File: config.mk
export PLATFORM = sky130hd
export DESIGN_NAME = core_shell_top
export DESIGN_NICKNAME = d
export VERILOG_FILES = /design/src/core_shell_pkg.sv /design/src/core_shell_top.sv /design/src/dside_credit_tracker.sv /design/src/reg_file_ff.sv /design/src/scramble_key_ctrl.sv
export SDC_FILE = /design/constraint.sdc
export NUM_CORES = 2
export LEC_CHECK = 0
export BUFFER_PORTS_ARGS = -buffer_cell sky130_fd_sc_hd__buf_4
export CORE_ASPECT_RATIO = 2
export CORE_UTILIZATION = 45
export CTS_CLUSTER_DIAMETER = 30
export CTS_CLUSTER_SIZE = 24
export DETAILED_ROUTE_END_ITERATION = 7
export PLACE_DENSITY = 0.61
export SLEW_MARGIN = 25
export SYNTH_ARGS = -nofsm -noshare
export SYNTH_HDL_FRONTEND = slang
export SYNTH_SLANG_ARGS = --single-unit
export TNS_END_PERCENT = 5
File: constraint.sdc
create_clock -name clk_i -period 3 [get_ports clk_i]
set_clock_uncertainty 0.15 [all_clocks]
set_input_delay 0.3 -clock clk_i [delete_from_list [all_inputs] [get_ports clk_i]]
set_output_delay 0.3 -clock clk_i [all_outputs]
set_load 0.01 [all_outputs]
File: src/core_shell_pkg.sv
//////////////////////////////
// Shared widths, reset constants and packed
// structs of the core shell
//////////////////////////////

package core_shell_pkg;

  // Widths
  localparam int unsigned DataW     = 32;
  localparam int unsigned RegAddrW  = 5;
  localparam int unsigned ScrKeyW   = 128;
  localparam int unsigned ScrNonceW = 64;

  // Default number of data-side credits
  localparam int unsigned MaxOutstanding = 2;

  // Key and nonce loaded at reset
  localparam logic [ScrKeyW-1:0]   ScrKeyRst   = 128'h3a5c_19e7_b204_6df1_8c73_e0a9_51b6_247d;
  localparam logic [ScrNonceW-1:0] ScrNonceRst = 64'hd16e_0b93_7f2a_c845;

  typedef logic [DataW-1:0]    word_t;
  typedef logic [RegAddrW-1:0] reg_addr_t;

  typedef struct packed {
    reg_addr_t raddr_a;
    reg_addr_t raddr_b;
    reg_addr_t waddr;
    logic      we;
    word_t     wdata;
  } rf_req_t;

  typedef struct packed {
    word_t rdata_a;
    word_t rdata_b;
  } rf_rsp_t;

  typedef struct packed {
    logic [ScrKeyW-1:0]   key;
    logic [ScrNonceW-1:0] nonce;
  } scr_key_t;

  // Data bus as observed from the shell
  typedef struct packed {
    logic req;
    logic gnt;
    logic rvalid;
    logic we;
  } dside_evt_t;

  typedef struct packed {
    logic core_busy;
    logic debug_req;
    logic irq_pending;
    logic irq_nm;
  } wake_t;

  typedef struct packed {
    logic minor;
    logic major_internal;
    logic major_bus;
  } alerts_t;

endpackage

File: src/core_shell_top.sv
//////////////////////////////
// Core shell top level: sleep indication,
// alert combination, register file, scramble
// key handshake and data-side tracker
//////////////////////////////

`timescale 1ns/1ps

module core_shell_top #(
  parameter int unsigned              NumRegs = 32,
  parameter int unsigned              Credits = core_shell_pkg::MaxOutstanding,
  parameter core_shell_pkg::scr_key_t KeyRst  = '{
    key:   core_shell_pkg::ScrKeyRst,
    nonce: core_shell_pkg::ScrNonceRst
  }
) (
  input  logic                       clk_i,
  input  logic                       rst_ni,

  // Register file
  input  core_shell_pkg::rf_req_t    rf_req_i,
  output core_shell_pkg::rf_rsp_t    rf_rsp_o,

  // Scramble key
  input  logic                       scr_key_req_i,
  input  logic                       scr_key_valid_i,
  input  core_shell_pkg::scr_key_t   scr_key_i,
  output logic                       scramble_req_o,
  output logic                       scr_key_valid_o,
  output core_shell_pkg::scr_key_t   scr_key_o,

  // Data bus observation
  input  core_shell_pkg::dside_evt_t dside_evt_i,
  output logic [1:0]                 data_credits_o,

  // Wake sources and alerts
  input  core_shell_pkg::wake_t      wake_i,
  input  core_shell_pkg::alerts_t    core_alerts_i,
  output core_shell_pkg::alerts_t    alerts_o,
  output logic                       core_sleep_o
);

  logic core_busy_q;
  logic core_active;
  logic bus_alert;

  //////////////////////////////
  // Sleep indication
  //////////////////////////////

  always_ff @(posedge clk_i or negedge rst_ni) begin
    if (!rst_ni) begin
      core_busy_q <= 1'b0;
    end else begin
      core_busy_q <= wake_i.core_busy;
    end
  end

  // Wake sources other than busy act in the same cycle
  assign core_active  = core_busy_q | wake_i.debug_req | wake_i.irq_pending | wake_i.irq_nm;
  assign core_sleep_o = ~core_active;

  //////////////////////////////
  // Submodules
  //////////////////////////////

  reg_file_ff #(
    .NumRegs(NumRegs)
  ) i_reg_file_ff (
    .clk_i   (clk_i),
    .rst_ni  (rst_ni),
    .rf_req_i(rf_req_i),
    .rf_rsp_o(rf_rsp_o)
  );

  scramble_key_ctrl #(
    .KeyRst(KeyRst)
  ) i_scramble_key_ctrl (
    .clk_i          (clk_i),
    .rst_ni         (rst_ni),
    .scr_key_req_i  (scr_key_req_i),
    .scr_key_valid_i(scr_key_valid_i),
    .scr_key_i      (scr_key_i),
    .scramble_req_o (scramble_req_o),
    .scr_key_valid_o(scr_key_valid_o),
    .scr_key_o      (scr_key_o)
  );

  dside_credit_tracker #(
    .Credits(Credits)
  ) i_dside_credit_tracker (
    .clk_i      (clk_i),
    .rst_ni     (rst_ni),
    .dside_evt_i(dside_evt_i),
    .credits_o  (data_credits_o),
    .bus_alert_o(bus_alert)
  );

  //////////////////////////////
  // Alerts
  //////////////////////////////

  assign alerts_o.minor          = core_alerts_i.minor;
  assign alerts_o.major_internal = core_alerts_i.major_internal;
  // Bus errors from the core or seen by the tracker
  assign alerts_o.major_bus      = core_alerts_i.major_bus | bus_alert;

endmodule

File: src/dside_credit_tracker.sv
//////////////////////////////
// Data-side credit counter, sticky bus alert
// and queue of pending access kinds
//////////////////////////////

`timescale 1ns/1ps

module dside_credit_tracker #(
  parameter int unsigned Credits = 2
) (
  input  logic                       clk_i,
  input  logic                       rst_ni,
  input  core_shell_pkg::dside_evt_t dside_evt_i,
  output logic [1:0]                 credits_o,
  output logic                       bus_alert_o
);

  localparam logic [1:0] CreditsFull = 2'(Credits);

  typedef struct packed {
    logic valid;
    logic is_read;
  } pending_t;

  logic        accept, resp;
  logic        overrun, spurious;
  logic [1:0]  credits_d, credits_q;
  logic        alert_q;
  pending_t    pending_d [Credits];
  pending_t    pending_q [Credits];
  int unsigned pending_cnt;

  assign accept = dside_evt_i.req & dside_evt_i.gnt;
  assign resp   = dside_evt_i.rvalid;

  // Bus protocol errors
  assign overrun  = accept && !resp && (credits_q == '0);
  assign spurious = resp && (credits_q == CreditsFull);

  //////////////////////////////
  // Credit count
  //////////////////////////////

  always_comb begin
    credits_d = credits_q;
    if (accept && !resp && credits_q != '0) begin
      credits_d = credits_q - 2'd1;
    end else if (resp && !accept && credits_q != CreditsFull) begin
      credits_d = credits_q + 2'd1;
    end
  end

  always_ff @(posedge clk_i or negedge rst_ni) begin
    if (!rst_ni) begin
      credits_q <= CreditsFull;
      alert_q   <= 1'b0;
    end else begin
      credits_q <= credits_d;
      // Sticky until reset
      alert_q   <= alert_q | overrun | spurious;
    end
  end

  assign credits_o   = credits_q;
  assign bus_alert_o = alert_q;

  //////////////////////////////
  // Pending access queue
  //////////////////////////////

  always_comb begin
    logic pushed;
    pushed    = 1'b0;
    pending_d = pending_q;
    // Oldest entry retires on a response
    if (resp) begin
      for (int i = 0; i < Credits - 1; i++) begin
        pending_d[i] = pending_q[i + 1];
      end
      pending_d[Credits - 1] = '0;
    end
    // New access goes to the first free slot
    if (accept) begin
      for (int i = 0; i < Credits; i++) begin
        if (!pushed && !pending_d[i].valid) begin
          pending_d[i] = '{valid: 1'b1, is_read: ~dside_evt_i.we};
          pushed       = 1'b1;
        end
      end
    end
  end

  always_ff @(posedge clk_i or negedge rst_ni) begin
    if (!rst_ni) begin
      pending_q <= '{default: '0};
    end else begin
      pending_q <= pending_d;
    end
  end

  // Occupied queue slots
  always_comb begin
    pending_cnt = 0;
    for (int i = 0; i < Credits; i++) begin
      pending_cnt += pending_q[i].valid;
    end
  end

  response_pending_a : assert property (
    @(posedge clk_i) disable iff (!rst_ni)
    resp |-> pending_q[0].valid
  ) else $error("data response with no access pending");

  // Free credits plus pending accesses stay within the credit limit
  credits_bounded_a : assert property (
    @(posedge clk_i) disable iff (!rst_ni)
    credits_q + pending_cnt <= Credits
  ) else $error("credit count above the credit limit");

endmodule

File: src/reg_file_ff.sv
//////////////////////////////
// Flip-flop register file, two read ports,
// one write port, register 0 fixed at zero
//////////////////////////////

`timescale 1ns/1ps

module reg_file_ff #(
  parameter int unsigned NumRegs = 32
) (
  input  logic                    clk_i,
  input  logic                    rst_ni,
  input  core_shell_pkg::rf_req_t rf_req_i,
  output core_shell_pkg::rf_rsp_t rf_rsp_o
);

  // Full address space with entries past NumRegs tied to zero
  localparam int unsigned NumWords = 2 ** core_shell_pkg::RegAddrW;

  core_shell_pkg::word_t rf_q [NumWords];
  logic [NumWords-1:0]   we_dec;

  //////////////////////////////
  // Storage
  //////////////////////////////

  for (genvar i = 0; i < NumWords; i++) begin : g_rf
    if (i > 0 && i < NumRegs) begin : g_flop
      core_shell_pkg::word_t reg_q;

      // One-hot decode of the write port
      assign we_dec[i] = rf_req_i.we &&
                         (rf_req_i.waddr == core_shell_pkg::reg_addr_t'(i));

      always_ff @(posedge clk_i or negedge rst_ni) begin
        if (!rst_ni) begin
          reg_q <= '0;
        end else if (we_dec[i]) begin
          reg_q <= rf_req_i.wdata;
        end
      end

      assign rf_q[i] = reg_q;
    end else begin : g_zero
      // x0 and unimplemented registers
      assign we_dec[i] = 1'b0;
      assign rf_q[i]   = '0;
    end
  end

  //////////////////////////////
  // Read ports
  //////////////////////////////

  // Combinational read in the cycle of the address
  assign rf_rsp_o.rdata_a = rf_q[rf_req_i.raddr_a];
  assign rf_rsp_o.rdata_b = rf_q[rf_req_i.raddr_b];

  //////////////////////////////
  // Assertions
  //////////////////////////////

  // A write lands in at most one register
  we_onehot_a : assert property (
    @(posedge clk_i) disable iff (!rst_ni)
    $onehot0(we_dec)
  ) else $error("register file write enable not one-hot");

endmodule

File: src/scramble_key_ctrl.sv
//////////////////////////////
// Scramble key request handshake with
// the key and nonce registers
//////////////////////////////

`timescale 1ns/1ps

module scramble_key_ctrl #(
  parameter core_shell_pkg::scr_key_t KeyRst = '0
) (
  input  logic                     clk_i,
  input  logic                     rst_ni,
  input  logic                     scr_key_req_i,
  input  logic                     scr_key_valid_i,
  input  core_shell_pkg::scr_key_t scr_key_i,
  output logic                     scramble_req_o,
  output logic                     scr_key_valid_o,
  output core_shell_pkg::scr_key_t scr_key_o
);

  logic                     req_d, req_q;
  logic                     key_valid_d, key_valid_q;
  core_shell_pkg::scr_key_t key_q;

  // Request held until the key source answers
  assign req_d = req_q ? ~scr_key_valid_i : scr_key_req_i;

  // Key invalid from the request until the new key arrives
  assign key_valid_d = req_q         ? scr_key_valid_i :
                       scr_key_req_i ? 1'b0            :
                                       key_valid_q;

  always_ff @(posedge clk_i or negedge rst_ni) begin
    if (!rst_ni) begin
      req_q       <= 1'b0;
      key_valid_q <= 1'b1;
    end else begin
      req_q       <= req_d;
      key_valid_q <= key_valid_d;
    end
  end

  // Loads on any valid key even without a request
  always_ff @(posedge clk_i or negedge rst_ni) begin
    if (!rst_ni) begin
      key_q <= KeyRst;
    end else if (scr_key_valid_i) begin
      key_q <= scr_key_i;
    end
  end

  assign scramble_req_o  = req_q;
  assign scr_key_valid_o = key_valid_q;
  assign scr_key_o       = key_q;

  // An unanswered request never leaves a valid key behind
  key_valid_after_req_a : assert property (
    @(posedge clk_i) disable iff (!rst_ni)
    (scramble_req_o && !scr_key_valid_i) |=> !scr_key_valid_o
  ) else $error("key valid without a delivered key");

endmodule
Word level (Yosys, flattened, before mapping)
Cells that the tools add are included.

$add $sub $neg: 2. Order comparisons: 2. Eq/ne operators: 33. Muxes and demuxes: 11. Bitwise operators: 11. Reductions and logical operators: 43.

Operator list (number): $bmux W32 S5 (2); $mux W32 (4); $eq A5 B5 Y1 const B (16); $eq A5 B4 Y1 const B (8); $logic_and A1 B1 Y1 (37); $eq A5 B3 Y1 const B (4); $ge A6 B6 Y1 const B (2); $not A5 Y6 (2); $eq A5 B2 Y1 const B (2); $or A1 B1 Y1 (6); $reduce_bool A2 Y1 (3); $eq A5 B1 Y1 const B (1); $mux W2 (2); $mux W1 (3); $add A2 B1 Y2 const B (1); $eq A2 B2 Y1 const B (1); $logic_not A1 Y1 (2); $logic_not A2 Y1 (1); $ne A2 B2 Y1 const B (1); $not A1 Y1 (2); $sub A2 B1 Y2 const B (1); $and A1 B1 Y1 (1).

Register bits after elaboration: 1190. Output and inout port bits: 264. Word-level logic and storage cells: 140.

Logic depth before layout (Yosys ltp)
Depth after elaboration: 6. Mapped depth: 9. Depth with buffers taken out: 4.

Modules after synthesis
From an unflattened synthesis, not the netlist that was laid out.

Cell total of the unflattened synthesis: 4073. Area total of the unflattened synthesis: 61417.7 µm².

By module, submodules not included: reg_file_ff (times used 1, cells each 3639, area each 53194.8 µm², sequential area each 24823.8 µm²); scramble_key_ctrl (times used 1, cells each 412, area each 7988.9 µm², sequential area each 4974.8 µm²); dside_credit_tracker (times used 1, cells each 17, area each 175.2 µm², sequential area each 76.3 µm²); core_shell_top (times used 1, cells each 5, area each 58.8 µm², sequential area each 25.0 µm²).

Worst setup path after synthesis
OpenSTA, ideal clock, no wires.

Path type: input to output. From: in rf_req_i[38] (netlist bit). To: out rf_rsp_o[10] (netlist bit). Arrival: 1.856 ns. Required time: 2.550 ns. Slack: 0.694 ns. Cell stages on the path: 7. Buffers on the path: 3. Path through: buf_2 -> buf_6 -> buf_2 -> mux4_2 -> a22o_1 -> o21ai_1 -> o31ai_1.

RTL lines: from (decl) (RTL line core_shell_top.sv:21) `input core_shell_pkg::rf_req_t rf_req_i,`; to (decl) (RTL line core_shell_top.sv:22) `output core_shell_pkg::rf_rsp_t rf_rsp_o,`.

==> impl_metrics.ini <==
[status]
status = finished clean

[floorplan]
num_rows = 190
die_w_um = 262
start_util_pct = 45.3
fp.dieH_um = 521
core-area_sq_mm = 0.134
io_pins = 519
dieArea_sq_mm = 0.136

[placement]
port_buffers = 513
hpwl_mm = 133
gp_congestion = 0.880
pre_cts_slack_ps = 53.1

[setup_path]
r2r_end = i_dside_credit_tracker.credits_o[1]
startpoint_type = flop
crit_type = reg2out
crit_family = compound AO/OA/AOI/OAI gates
r2r_start = i_dside_credit_tracker.credits_o[1]
r2r_setup_slack_ps = 780
slowest_delay_ps = 460
critPathMaxFanout = 3
crit_arrival_ps = 2550
slowest_stage = mux4_2
crit_required_ps = 2550
rr_worst_depth = 4
path_buf_inv = 1
crit_path_end_kind = output port
cp_cell_sequence = mux4_2 -> a22o_1 -> o21ai_1 -> o31ai_2 -> buf_4

[synth]
synth-seq-cells = 1190
async_flop_share_pct = 100
yosysSeqAreaShare_pct = 49.3
synth_compound_area_share_pct = 5.63
synthCells = 4037
synth_top_cell_by_area = dfrtp_1
synth_edf_count = 0
synth_top_area_share_pct = 45.1
synthFlopType = dfrtp_1
ys.warnings.count = 0
synth-xor-area-share_pct = 0.0144
synth_common_cells = 1232 x mux2_2, 1093 x dfrtp_1, 384 x mux4_2
synth_top_family_by_area = multiplexers
yosysMostFrequentCell = mux2_2
synthMuxAreaShare_pct = 40.6
synth_cell_types = 39
syn_area_per_cell_sq_um = 15.0
yosys.area_share.simple_pct = 1.27
synthTopCellsByArea = dfrtp_1 45%, mux2_2 23%, mux4_2 14%, dfstp_2 4.2%, mux2i_1 3.2%
syn_area_sq_mm = 0.0607
synth_nets = 4292
synth-adder-area-share_pct = 0

[global_routing]
grt_pass1_vias = 46100
grt_max_degree = 94
groute.usage.overall_pct = 30.8
gr-usage-met2_pct = 55.2
grt_pass1_wl_mm = 307
gr-usage-met3_pct = 5.53
grt-busiest-layer = met2
overflow = 0
antenna_found_initial = 10
met1_usage_pct = 34.5

[route]
wl_mm = 206
ant_nets = 0
drt_iter0_drc = 2145
routed_via_density = 6.13
wl_per_cell_um = 30.6
drcViolationCount = 0
vias = 41300
first_pass_iters = 7

[sta]
min_period_ps = 3000
setup_tns_ps = 0
timing.fmax_ghz = 0.334
hold_viol = 0
fin_ws_ps = 1.76
max_slew_margin_pct = 50.4
setup_violations = 0
finalCritPeriodShare_pct = 99.9
tightest_slew_ps = 744
slew_viol_final = 0
rsz0062_at_grt = yes

[cts]
clk_pin_slew_worst_paths_ps = 60
cts_setup_buffers = 0
cts_sinks = 1190
htreeDepth = 4
max-clock-path-buffers = 4
cts_buffers = 181
cts_tree = yes
clock_latency_ps = 800
cts-root-buf = clkbuf_16

[pwr]
p_per_area_mw_per_mm2 = 695
swShare_pct = 27.0
netSwitchingPower_mw = 14.5
peakVddDrop_v = 0.000528
combinationalPowerShare_pct = 19.5
p_leak_nw = 34.1
report.power.total_mw = 53.9
power_frac_seq_pct = 39.3
p_int_mw = 39.3
p_clk_share_pct = 41.3

[final_layout]
syn_to_final_growth_pct = 27.8
finalNetCount = 5119
drive_gt1_share_pct = 57.8
fill_cells = 10500
multiInputGateArea_sq_mm = 0.0292
ff_latch_area_sq_mm = 0.0299

[hold_path]
hp-start = scr_key_valid_i
holdPathEnd = i_scramble_key_ctrl.scr_key_o[62]
hold_class = in2reg
whs_path_depth = 2

[flow_run]
cap_violations = 0
## kinds of logic (layout without fill, tap and decap cells)
| group | Yosys count | count (layout) |
|---|---|---|
| mux | 1824 | 1824 |
| flops | 1190 | 1190 |
| compound gates | 456 | 456 |
| buf+inv | 432 | 1399 |
| simple gates | 134 | 134 |
| xor+xnor | 1 | 1 |
| other cells | 0 | 6 |
## final cells by class
| cell class | count | area share (%) |
|---|---|---|
| clock buffer | 212 | 6.27 |
| inverter | 3 | 0.0145 |
| sequential | 1190 | 38.6 |
| tap | 1728 | 2.79 |
| antenna | 6 | 0.0194 |
| multi-input combinational | 2415 | 37.6 |
| timing repair buffer | 1073 | 12.8 |
| clock inverter | 111 | 1.89 |
## per-stage QoR
stage                     std cells  utilization (%)  hold WS [ps]  instance area (sq um)
after floorplan                4037                -          -146                  60700
after global placement         6127             51.0           130                  68200
after detailed placement       6127             51.0           137                  68200
after CTS                      6732             57.8         0.319                  77400
after global routing           6736             57.9          38.0                  77500
final                          6738             57.9          58.9                  77500
## power groups by stage
stage	Sequential (mW)	Combinational, mW	Clock [mW]
after floorplan	20.8	6.70	0
after global placement	21.1	9.90	0
after detailed placement	21.4	10.1	0
after CTS	21.1	10.5	22.5
after global routing	21.6	11.2	23.2
final	21.1	10.5	22.2
## registers in the layout (all words and copies together) (netlist names)
name,count
core_busy_q,1
i_dside_credit_tracker.bus_alert_o,1
i_dside_credit_tracker.credits_o,2
i_reg_file_ff.g_rf.g_flop.reg_q,992
i_scramble_key_ctrl.scr_key_o,192
i_scramble_key_ctrl.scr_key_valid_o,1
i_scramble_key_ctrl.scramble_req_o,1
## worst max path at each step
stage | from | end | slack (ps) | depth (start not counted)
global route | i_reg_file_ff.g_rf[29].g_flop.reg_q[22] | rf_rsp_o[22] | -30 | 5
global placement | rf_req_i[38] | rf_rsp_o[8] | 50 | 8
floorplan | rf_req_i[38] | rf_rsp_o[10] | 690 | 7
finish | i_reg_file_ff.g_rf[29].g_flop.reg_q[22] | rf_rsp_o[22] | 2 | 5
detailed placement | rf_req_i[38] | rf_rsp_o[8] | 50 | 8
CTS | i_reg_file_ff.g_rf[24].g_flop.reg_q[8] | rf_rsp_o[8] | -60 | 5
## cell usage in the layout, fill, tap and decap left out, drive strengths merged
cell,count
a22o,193
and3,1
a221oi,1
nor4,2
nor2,16
o21ai,65
mux2,1248
o21bai,1
dfstp,97
o31ai,64
clkinv,32
mux2i,192
nor3,5
nand4b,3
xnor2,1
a21oi,4
or2,1
a211oi,64
dfrtp,1093
nand3,1
mux4,384
or3,1
diode,6
and2,66
o22ai,64
dlygate4sd3,281
clkinvlp,27
clkbuf,213
nand4,1
nor2b,10
nand2,16
bufinv,26
nor3b,3
nand2b,7
and3b,1
buf,791
inv,29
## routing by layer
layer	vias to the layer above	share of wire, %
li1	17200	-
met1	22000	36
met2	1535	53
met3	555	5.8
met4	6	5.9
met5	-	0.020
## what timing repair did
item | CTS | global route
pin swaps | 0 | 9
endpoints found under the setup margin | 12 | 21
gates resized for setup | 9 | 22
endpoints found under the hold margin | 1894 | 0
hold buffers | 282 | 0
Note: power is estimated with default switching activity, not from simulation.
